===== src/rtl/pingpong_pkg.sv =====
//////////////////////////////
// Shared widths, types and port bundles for the ping-pong buffer controller
// Imported by every RTL stage and by the testbench
//////////////////////////////

package pingpong_pkg;

    // West bank address, port A low half and port B high half
    localparam int W_ADDR_WIDTH = 4;
    // North bank address, written and read on separate ports
    localparam int N_ADDR_WIDTH = 4;
    // Internal counters
    localparam int CNT_WIDTH    = 8;
    // Edge of one systolic block
    localparam int BLOCK_SIZE   = 2;

    typedef logic [W_ADDR_WIDTH-1:0] w_addr_t;
    typedef logic [N_ADDR_WIDTH-1:0] n_addr_t;
    typedef logic [CNT_WIDTH-1:0]    cnt_t;

    // Ping-pong phase, W = writing bank, R = reading bank
    typedef enum logic [1:0] {
        ST_IDLE,
        ST_W0_R1,
        ST_W1_R0,
        ST_DONE
    } buf_state_e;

    // One west bank, dual port (11 bits)
    typedef struct packed {
        logic    en;
        logic    we_a;
        logic    we_b;
        w_addr_t addr_a;
        w_addr_t addr_b;
    } west_bank_t;

    // North bank, write on one port and read on the other (10 bits)
    typedef struct packed {
        logic    en;
        logic    we;
        n_addr_t wr_addr;
        n_addr_t rd_addr;
    } north_bank_t;

endpackage

===== src/rtl/pingpong_ctrl_top.sv =====
//////////////////////////////
// Top level of the ping-pong buffer controller
// Steers write and read addresses onto the two west banks and the north bank
//////////////////////////////

module pingpong_ctrl_top
    import pingpong_pkg::*;
#(
    parameter int W_COL          = 4,
    parameter int N_ROW          = 4,
    parameter int N_COL          = 4,
    parameter int INNER_DIM      = 4,
    parameter int COL_Y          = 2,
    parameter int MAX_TILES      = 4,
    parameter int BEATS_PER_LOAD = 4
) (
    input  logic        clk,
    input  logic        rst_n,
    input  logic        in_valid,
    input  logic        step,
    input  logic        acc_done,
    output west_bank_t  w_bank0,
    output west_bank_t  w_bank1,
    output north_bank_t n_bank,
    output logic        out_valid,
    output logic        busy
);

    buf_state_e state;
    logic       bank_full;
    cnt_t       north_cols_ready;
    cnt_t       tile_done_cnt;
    west_bank_t w_wr0;
    west_bank_t w_wr1;
    west_bank_t w_rd;
    west_bank_t w_sel0;
    west_bank_t w_sel1;
    logic       n_we;
    n_addr_t    n_wr_addr;
    n_addr_t    n_rd_addr;
    logic       bank_en;

    buf_phase_fsm #(
        .MAX_TILES (MAX_TILES)
    ) fsm_i (
        .clk           (clk),
        .rst_n         (rst_n),
        .in_valid      (in_valid),
        .bank_full     (bank_full),
        .tile_done_cnt (tile_done_cnt),
        .state         (state)
    );

    write_addr_gen #(
        .W_COL          (W_COL),
        .N_ROW          (N_ROW),
        .N_COL          (N_COL),
        .INNER_DIM      (INNER_DIM),
        .BEATS_PER_LOAD (BEATS_PER_LOAD)
    ) wr_gen_i (
        .clk              (clk),
        .rst_n            (rst_n),
        .in_valid         (in_valid),
        .state            (state),
        .w_wr0            (w_wr0),
        .w_wr1            (w_wr1),
        .n_we             (n_we),
        .n_wr_addr        (n_wr_addr),
        .bank_full        (bank_full),
        .north_cols_ready (north_cols_ready)
    );

    read_tile_seq #(
        .INNER_DIM (INNER_DIM),
        .COL_Y     (COL_Y),
        .MAX_TILES (MAX_TILES)
    ) rd_seq_i (
        .clk              (clk),
        .rst_n            (rst_n),
        .state            (state),
        .bank_full        (bank_full),
        .step             (step),
        .acc_done         (acc_done),
        .north_cols_ready (north_cols_ready),
        .w_rd             (w_rd),
        .n_rd_addr        (n_rd_addr),
        .out_valid        (out_valid),
        .tile_done_cnt    (tile_done_cnt)
    );

    // Banks stay enabled until the run is over
    assign bank_en = (state != ST_DONE);
    assign busy    = (state == ST_W0_R1) || (state == ST_W1_R0);

    // Bank 0 reads only in ST_W1_R0, bank 1 reads otherwise
    assign w_sel0 = (state == ST_W1_R0) ? w_rd : w_wr0;
    assign w_sel1 = (state == ST_W1_R0) ? w_wr1 : w_rd;

    assign w_bank0 = '{en: bank_en, we_a: w_sel0.we_a, we_b: w_sel0.we_b,
                       addr_a: w_sel0.addr_a, addr_b: w_sel0.addr_b};
    assign w_bank1 = '{en: bank_en, we_a: w_sel1.we_a, we_b: w_sel1.we_b,
                       addr_a: w_sel1.addr_a, addr_b: w_sel1.addr_b};

    // Single north bank, separate write and read ports
    assign n_bank = '{en: bank_en, we: n_we, wr_addr: n_wr_addr, rd_addr: n_rd_addr};

endmodule


===== src/rtl/read_tile_seq.sv =====
//////////////////////////////
// Result stage of the ping-pong controller
// Steps read addresses on each array strobe and counts output elements
//////////////////////////////

module read_tile_seq
    import pingpong_pkg::*;
#(
    parameter int INNER_DIM = 4,
    parameter int COL_Y     = 2,
    parameter int MAX_TILES = 4
) (
    input  logic       clk,
    input  logic       rst_n,
    input  buf_state_e state,
    input  logic       bank_full,
    input  logic       step,
    input  logic       acc_done,
    input  cnt_t       north_cols_ready,
    output west_bank_t w_rd,
    output n_addr_t    n_rd_addr,
    output logic       out_valid,
    output cnt_t       tile_done_cnt
);

    localparam int BLOCKS = INNER_DIM / BLOCK_SIZE;

    logic    rd_valid;
    logic    running;
    logic    step_ok;
    logic    acc_d;
    logic    acc_rise;
    logic    bank_released;
    cnt_t    blk_cnt;
    cnt_t    col_cnt;
    w_addr_t rd_addr_a;
    w_addr_t rd_addr_b;

    assign running  = (state == ST_W0_R1) || (state == ST_W1_R0);
    assign acc_rise = acc_done && !acc_d;

    // Step counts only once the needed north columns have arrived
    assign step_ok = step && rd_valid && running && (north_cols_ready >= col_cnt);

    // Last column of the read bank is done
    assign bank_released = acc_rise && (col_cnt == cnt_t'(COL_Y - 1));

    // Read port, no write enables
    assign w_rd.en     = rd_valid;
    assign w_rd.we_a   = 1'b0;
    assign w_rd.we_b   = 1'b0;
    assign w_rd.addr_a = rd_addr_a;
    assign w_rd.addr_b = rd_addr_b;

    always_ff @(posedge clk) begin
        if (!rst_n) begin
            rd_valid      <= 1'b0;
            acc_d         <= 1'b0;
            out_valid     <= 1'b0;
            blk_cnt       <= '0;
            col_cnt       <= '0;
            tile_done_cnt <= '0;
            rd_addr_a     <= '0;
            rd_addr_b     <= '0;
            n_rd_addr     <= '0;
        end else begin
            acc_d     <= acc_done;
            out_valid <= acc_rise;

            // A freshly filled bank wins over a release in the same cycle
            if (bank_full) begin
                rd_valid <= 1'b1;
            end else if (bank_released) begin
                rd_valid <= 1'b0;
            end

            // Block walk along the inner dimension
            if (step_ok) begin
                rd_addr_a <= w_addr_t'(blk_cnt);
                rd_addr_b <= w_addr_t'(cnt_t'(BLOCKS) + blk_cnt);
                n_rd_addr <= n_addr_t'(blk_cnt + cnt_t'(BLOCKS) * col_cnt);
                if (blk_cnt == cnt_t'(BLOCKS - 1)) begin
                    blk_cnt <= '0;
                end else begin
                    blk_cnt <= blk_cnt + 1'b1;
                end
            end

            // One output element per acc_done edge
            if (acc_rise) begin
                if (bank_released) begin
                    col_cnt <= '0;
                end else begin
                    col_cnt <= col_cnt + 1'b1;
                end
                // Saturates at the terminal count
                if (tile_done_cnt != cnt_t'(MAX_TILES)) begin
                    tile_done_cnt <= tile_done_cnt + 1'b1;
                end
            end
        end
    end

endmodule


===== src/rtl/write_addr_gen.sv =====
//////////////////////////////
// Execute stage of the ping-pong controller
// Counts load beats and generates west and north write addresses
// Also tracks how many north columns are available for reading
//////////////////////////////

module write_addr_gen
    import pingpong_pkg::*;
#(
    parameter int W_COL          = 4,
    parameter int N_ROW          = 4,
    parameter int N_COL          = 4,
    parameter int INNER_DIM      = 4,
    parameter int BEATS_PER_LOAD = 4
) (
    input  logic       clk,
    input  logic       rst_n,
    input  logic       in_valid,
    input  buf_state_e state,
    output west_bank_t w_wr0,
    output west_bank_t w_wr1,
    output logic       n_we,
    output n_addr_t    n_wr_addr,
    output logic       bank_full,
    output cnt_t       north_cols_ready
);

    // Blocks along the inner dimension of one row
    localparam int BLOCKS = INNER_DIM / BLOCK_SIZE;

    logic    burst_active;
    cnt_t    beat_cnt;
    logic    wr_fire;
    logic    wr_bank0;
    logic    wr_bank1;
    w_addr_t wr_idx;
    cnt_t    blk_cnt;

    // A beat only writes while a bank is in its write phase
    assign wr_fire  = burst_active && ((state == ST_W0_R1) || (state == ST_W1_R0));
    assign wr_bank0 = wr_fire && (state == ST_W0_R1);
    assign wr_bank1 = wr_fire && (state == ST_W1_R0);

    // Last beat of the bank, same cycle as the write
    assign bank_full = wr_fire && (wr_idx == w_addr_t'(W_COL - 1));

    // Port A takes the low half, port B the high half
    assign w_wr0.en     = wr_bank0;
    assign w_wr0.we_a   = wr_bank0;
    assign w_wr0.we_b   = wr_bank0;
    assign w_wr0.addr_a = wr_idx;
    assign w_wr0.addr_b = w_addr_t'(W_COL) + wr_idx;

    assign w_wr1.en     = wr_bank1;
    assign w_wr1.we_a   = wr_bank1;
    assign w_wr1.we_b   = wr_bank1;
    assign w_wr1.addr_a = wr_idx;
    assign w_wr1.addr_b = w_addr_t'(W_COL) + wr_idx;

    // North bank is written on every beat
    assign n_we = wr_fire;

    always_ff @(posedge clk) begin
        if (!rst_n) begin
            burst_active     <= 1'b0;
            beat_cnt         <= '0;
            wr_idx           <= '0;
            n_wr_addr        <= '0;
            blk_cnt          <= '0;
            north_cols_ready <= '0;
        end else begin
            // Burst window, first beat in the cycle after in_valid
            if (!burst_active) begin
                if (in_valid && (state != ST_DONE)) begin
                    burst_active <= 1'b1;
                    beat_cnt     <= '0;
                end
            end else if (beat_cnt == cnt_t'(BEATS_PER_LOAD - 1)) begin
                burst_active <= 1'b0;
            end else begin
                beat_cnt <= beat_cnt + 1'b1;
            end

            if (wr_fire) begin
                // West index wraps when the bank is full
                if (bank_full) begin
                    wr_idx <= '0;
                end else begin
                    wr_idx <= wr_idx + 1'b1;
                end
                // North address wraps at the end of the bank
                if (n_wr_addr == n_addr_t'(N_COL * N_ROW - 1)) begin
                    n_wr_addr <= '0;
                end else begin
                    n_wr_addr <= n_wr_addr + 1'b1;
                end
                // One more north column per row of blocks
                if (blk_cnt == cnt_t'(BLOCKS - 1)) begin
                    blk_cnt <= '0;
                    if (north_cols_ready < cnt_t'(N_ROW)) begin
                        north_cols_ready <= north_cols_ready + 1'b1;
                    end
                end else begin
                    blk_cnt <= blk_cnt + 1'b1;
                end
            end
        end
    end

endmodule


===== src/rtl/buf_phase_fsm.sv =====
//////////////////////////////
// Decode stage of the ping-pong controller
// Phase FSM choosing which west bank is written and which is read
// Ends in ST_DONE once MAX_TILES output elements are finished
//////////////////////////////

module buf_phase_fsm
    import pingpong_pkg::*;
#(
    parameter int MAX_TILES = 4
) (
    input  logic       clk,
    input  logic       rst_n,
    input  logic       in_valid,
    input  logic       bank_full,
    input  cnt_t       tile_done_cnt,
    output buf_state_e state
);

    buf_state_e state_next;
    logic       all_tiles_done;

    // Terminal count from the read sequencer
    assign all_tiles_done = (tile_done_cnt == cnt_t'(MAX_TILES));

    // Next state
    always_comb begin
        state_next = state;
        case (state)
            ST_IDLE: begin
                // First burst always lands in bank 0
                if (in_valid) begin
                    state_next = ST_W0_R1;
                end
            end
            ST_W0_R1: begin
                // Termination wins over the bank swap
                if (all_tiles_done) begin
                    state_next = ST_DONE;
                end else if (bank_full) begin
                    state_next = ST_W1_R0;
                end
            end
            ST_W1_R0: begin
                if (all_tiles_done) begin
                    state_next = ST_DONE;
                end else if (bank_full) begin
                    state_next = ST_W0_R1;
                end
            end
            ST_DONE: begin
                // Held until reset
                state_next = ST_DONE;
            end
            default: begin
                state_next = ST_IDLE;
            end
        endcase
    end

    // Phase register
    always_ff @(posedge clk) begin
        if (!rst_n) begin
            state <= ST_IDLE;
        end else begin
            state <= state_next;
        end
    end

endmodule


===== config.mk =====
export PLATFORM = sky130hd
export DESIGN_NAME = pingpong_ctrl_top
export DESIGN_NICKNAME = d
export VERILOG_FILES = /design/src/rtl/pingpong_pkg.sv /design/src/rtl/pingpong_ctrl_top.sv /design/src/rtl/read_tile_seq.sv /design/src/rtl/write_addr_gen.sv /design/src/rtl/buf_phase_fsm.sv
export SDC_FILE = /design/constraint.sdc
export NUM_CORES = 1
export LEC_CHECK = 0
export ABC_AREA = 1
export BUFFER_PORTS_ARGS = -buffer_cell sky130_fd_sc_hd__clkbuf_2
export CAP_MARGIN = 20
export CORE_UTILIZATION = 35
export CTS_CLUSTER_DIAMETER = 80
export CTS_CLUSTER_SIZE = 28
export DETAILED_ROUTE_END_ITERATION = 12
export HOLD_SLACK_MARGIN = 0.05
export PLACE_DENSITY = 0.6
export SETUP_SLACK_MARGIN = 0.15
export SYNTH_ARGS = -nofsm -noshare
export SYNTH_HDL_FRONTEND = slang
export SYNTH_SLANG_ARGS = --single-unit

===== constraint.sdc =====
create_clock -name clk -period 3.9 [get_ports clk]
set_input_delay 0.195 -clock clk [delete_from_list [all_inputs] [get_ports clk]]
set_output_delay 0.195 -clock clk [all_outputs]
set_load 0.01 [all_outputs]

==> Word-level counts from Yosys, hierarchy flattened <==
Index checks and enable logic that the tools add are counted.
{ "word_totals": {"ff_bits": 74, "inputBits": 5, "out_inout_bits": 34, "elab_cells": 85} }
{ "op_classes": {"n_addsub": 11, "magnitude_cmp": 2, "eq_ne": 16, "n_mux": 21, "n_reduce_logical": 19} }
{ "ops": {"columns": ["operator", "n"], "rows": [
  ["adder 8 x 1 -> 8 bit, second input constant", 6],
  ["two-way mux 8 bit", 6],
  ["equality test 8 x 1 -> 1 bit, second input constant", 3],
  ["two-way mux 10 bit", 2],
  ["logical AND 1 bit", 10],
  ["two-way mux 2 bit", 5],
  ["adder 4 x 1 -> 4 bit, second input constant", 2],
  ["equality test 8 x 2 -> 1 bit, second input constant", 1],
  ["equality test 8 x 3 -> 1 bit, second input constant", 1],
  ["greater-or-equal comparator 8 bit", 1],
  ["< comparator 8 x 3 -> 1 bit, second input constant", 1],
  ["two-way mux 4 bit", 2],
  ["inequality test 8 x 3 -> 1 bit, second input constant", 1],
  ["case mux 2 bit (4 select lines)", 1],
  ["inequality test 2 bit, second input constant", 3],
  ["inequality test 3 x 2 -> 1 bit, second input constant", 2],
  ["AND reduction 3 bit", 2],
  ["two-way mux 1 bit", 5],
  ["adder 2 x 4 -> 4 bit, first input constant", 1],
  ["adder 3 x 4 -> 4 bit, first input constant", 1],
  ["adder 4 bit", 1],
  ["equality test 2 bit, second input constant", 2],
  ["equality test 4 x 2 -> 1 bit, second input constant", 1],
  ["equality test 4 bit, second input constant", 1],
  ["other kinds (6)", 8]
]} }

==> Logic depth before layout (Yosys ltp) <==
{ "logic_depth": {"word_depth": 7, "depth_mapped": 13, "depth_no_buf": 12} }

==> Hierarchy <==
From an unflattened synthesis, not the netlist that was laid out.
{ "unflattened": {"cells_unflattened": 657, "area_unflattened_um2": 4595.7} }
{ "modules_own_cells": {"columns": ["mod", "n_inst", "cells_each", "area_per_inst_um2", "seq_area_each_um2"], "rows": [
  ["read_tile_seq", 1, 291, 2127.0, 740.7],
  ["write_addr_gen", 1, 256, 1868.0, 660.6],
  ["pingpong_ctrl_top", 1, 75, 411.6, 0.0],
  ["buf_phase_fsm", 1, 35, 188.9, 40.0]
]} }

==> Worst setup path before layout <==
No wires, ideal clock.
{ "synth_timing": {"path_kind": "register -> output", "startpoint": "reg fsm_i.state[0]", "endpoint": "out w_bank0[9] (netlist name)", "t_arrival_ps": 1494, "required_ps": 3705, "setup_slack_ps": 2211, "stages_incl_launch_ff": 8, "path_buffers": 2, "cell_sequence": "dfxtp_1 > inv_1 > ha_1 > inv_1 > clkbuf_1 > nand2_1 > nor2_1 > buf_4"} }
{ "synth_lines": {"columns": ["element", "line", "rtl"], "rows": [
  ["from (decl)", "buf_phase_fsm.sv:17", "output buf_state_e state"],
  ["from (signal assigned)", "buf_phase_fsm.sv:66", "state <= state_next;"],
  ["to (decl)", "pingpong_ctrl_top.sv:22", "output west_bank_t w_bank0,"]
]} }

==> metrics.txt <==
CTS tree done; share of layout cells above drive strength 1 between 10% and 20%; Max-Slew Margin vs Limit 49.7%; overall die height 109 um; achievable clock frequency 0.427 GHz; CP Data Required Time 3.70 ns; critical path class reg -> out; Post-DP Area 4290 um2; Post-synth top flop dfxtp_1; TritonCTS buffer count 9; crit-path cells inv_1 -> ha_1 -> inv_1 -> o21ai_0 -> clkbuf_2; RSZ-0062 raised after global routing no; cell with the most instances after synthesis nand2_1; fill count 1153; via density per instance 4.77; first-pass iteration count of the detailed router 4; Netlist cell types 37; Initial Utilization 36.6%; worst min path class in -> reg; first-pass GRT wire length around 14000 um; design area 4620 um2; area of the multi-input gates approximately 2100 um2; Netlist Area Pre-Place 4040 um2; #FFs+latches synth 72; IO buf count 38; Syn Inst Count 570; Worst Setup SP fsm_i.state[0]; GRT Overall Usage 15.4%; Inst Count DP between 700 and 800; # setup viols final 0; worst-path maximum fanout 16; FF+latch area 1440 um2; Most Frequent Cell on Critical Path inv_1; Cell Pwr Density 461 nW/um2; vias in the first global route 3147; antenna cells 0; standard-cell row count 38; Yosys top cell by area dfxtp_1; I/O pins 39; largest cells by area after synthesis dfxtp_1 36%, nand2_1 10%, ha_1 8.4%; Clock Path Buffers 2; synth warn 0; critical path's slowest cell ha_1; Fin Clk Skew 0.00570 ns; Post-CTS Hold Buffers 0; Mapped Avg Cell Area 7.08 um2; setup total negative slack 0 ns; Wirelength per Cell 11.5 um; Total Wirelength roughly 8500 um; largest net degree at the start of global routing 32; clock input transition at the sequential cells of the worst setup and hold paths 0.06 ns; Clk Latency, worst-skew pair approximately 0.34 ns; clk sinks 72; Root Driver clkbuf_16; Iteration-0 DRC Markers 152; hold path startpoint acc_done; Critical Path Start Type flop; Final HPWL DP between 6000 and 7000 um; initial antenna violation count 0; ANT nets after route 0; Worst VDD drop 0.000204 V; number of flops mapped to enable cells by yosys 0; Yosys top cell area share 35.7%; global route overflow 0; Hold Slack 0.168 ns; Final min period around 2.3 ns; DRC 0; fin. max-slew vios 0; r2r startpoint fsm_i.state[0]; Max Cap Viol 0; CP arrival 2.14 ns; Post-CTS Resized 0; register area share after synthesis 35.7%; gp weighted congestion between 0.8 and 0.9; commonest cells in the netlist 110 x nand2_1, 78 x inv_1, 72 x dfxtp_1; Slowest Stage Delay on Critical Path 0.48 ns; Post-CTS Setup Repair Bufs 0; die width 109 um; Hold Violations, Final 0; Async SR Flop Fraction 0%; Nets 630; htree depth 3; status complete, no violations; Die Area 12000 um2; worst slew pin tran 0.752 ns; Area growth syn-to-layout 14.6%; fin cells ~740; Setup crit end kind primary output; core box area 11000 um2; leak pwr ~2.0 nW; Vias 3536; Post-Syn Nets 603; final worst path period share 60.0%
where the power goes:
group	leakage [nW]	switching, mW	internal, mW	total [mW]
Combinational	1.26	0.251	0.133	0.383
Sequential	0.583	0.0437	0.770	0.814
Clock	0.169	0.314	0.620	0.934
worst paths after layout:
check / to / slack [ns] / cells after the start
max: w_bank0[1] / 1.56 / 5
min: rd_seq_i.acc_d / 0.17 / 3
max reg2reg: rd_seq_i.rd_addr_a[1] / 1.73 / 7
min reg2reg: wr_gen_i.north_cols_ready[7] / 0.45 / 2
final cells by class:
class	instances	area share [%]
Clock buffer	9	4.87
Inverter	80	6.60
Clock inverter	7	2.38
Sequential cell	72	31.2
Timing Repair Buffer	41	5.03
Multi-Input combinational cell	393	46.1
Tap cell	140	3.79
placed cells by master (no fill, tap or decap), drive strengths merged:
cell type,synthesis,final
o22ai,1,1
ha,27,27
bufinv,0,3
fa,1,1
clkinv,0,4
nand4,8,8
o21a,1,1
a211oi,3,3
nor4,1,1
nor2,73,73
clkbuf,6,47
inv,80,80
buf,19,3
xor2,5,5
xnor2,5,5
nor3b,1,1
nand2,117,117
o21bai,4,4
a31oi,2,2
nand3,54,54
nor3,14,14
dfxtp,72,72
o21ai,27,27
a21oi,49,49
metrics by stage:
| step | worst slack [ns] | power (mW) | utilization (%) |
|---|---|---|---|
| 3_5_place_dp | 1.72 | 1.22 | 38.9 |
| 3_3_place_gp | 1.77 | 1.21 | 38.6 |
| 6_report | 1.56 | 2.13 | 41.9 |
| 4_1_cts | 1.55 | 2.16 | 41.9 |
| 2_1_floorplan | 2.21 | 1.12 | - |
| 5_1_grt | 1.37 | 2.25 | 41.9 |
state kept, by name, indices dropped and copies added, names as in the netlist:
name	flops
wr_gen_i.north_cols_ready	8
rd_seq_i.n_rd_addr	4
rd_seq_i.acc_d	1
rd_seq_i.rd_addr_a	3
wr_gen_i.wr_idx	4
rd_seq_i.blk_cnt	8
rd_seq_i.out_valid	1
wr_gen_i.blk_cnt	8
wr_gen_i.beat_cnt	8
rd_seq_i.rd_addr_b	3
rd_seq_i.tile_done_cnt	8
rd_seq_i.col_cnt	8
fsm_i.state	2
wr_gen_i.n_wr_addr	4
rd_seq_i.rd_valid	1
wr_gen_i.burst_active	1
cell families (layout without fill, tap and decap cells):
| family | Yosys count | count (layout) | share of synthesized area (%) |
|---|---|---|---|
| and+or+nand+nor | 268 | 268 | 30.4 |
| buffers and inverters | 105 | 137 | 11.4 |
| AOI/OAI and AO/OA | 87 | 87 | 11.5 |
| DFF | 72 | 72 | 35.7 |
| adders and majority gates | 28 | 28 | 8.87 |
| xor gates and xnor gates | 10 | 10 | 2.17 |
critical path: cells and delay by family, from the launching register on:
kind,cells,cell delay [ns]
compound gates,1,0.35
fa+ha+maj,1,0.48
buf+inv,3,0.62
flops,1,0.35
routing by layer:
layer	global-route usage (%)	wire (um)
met4	6.86	169
met1	19.7	4120
met3	3.79	269
met2	24.3	3950
met5	0	0
Note: power is estimated with default switching activity, not from simulation.
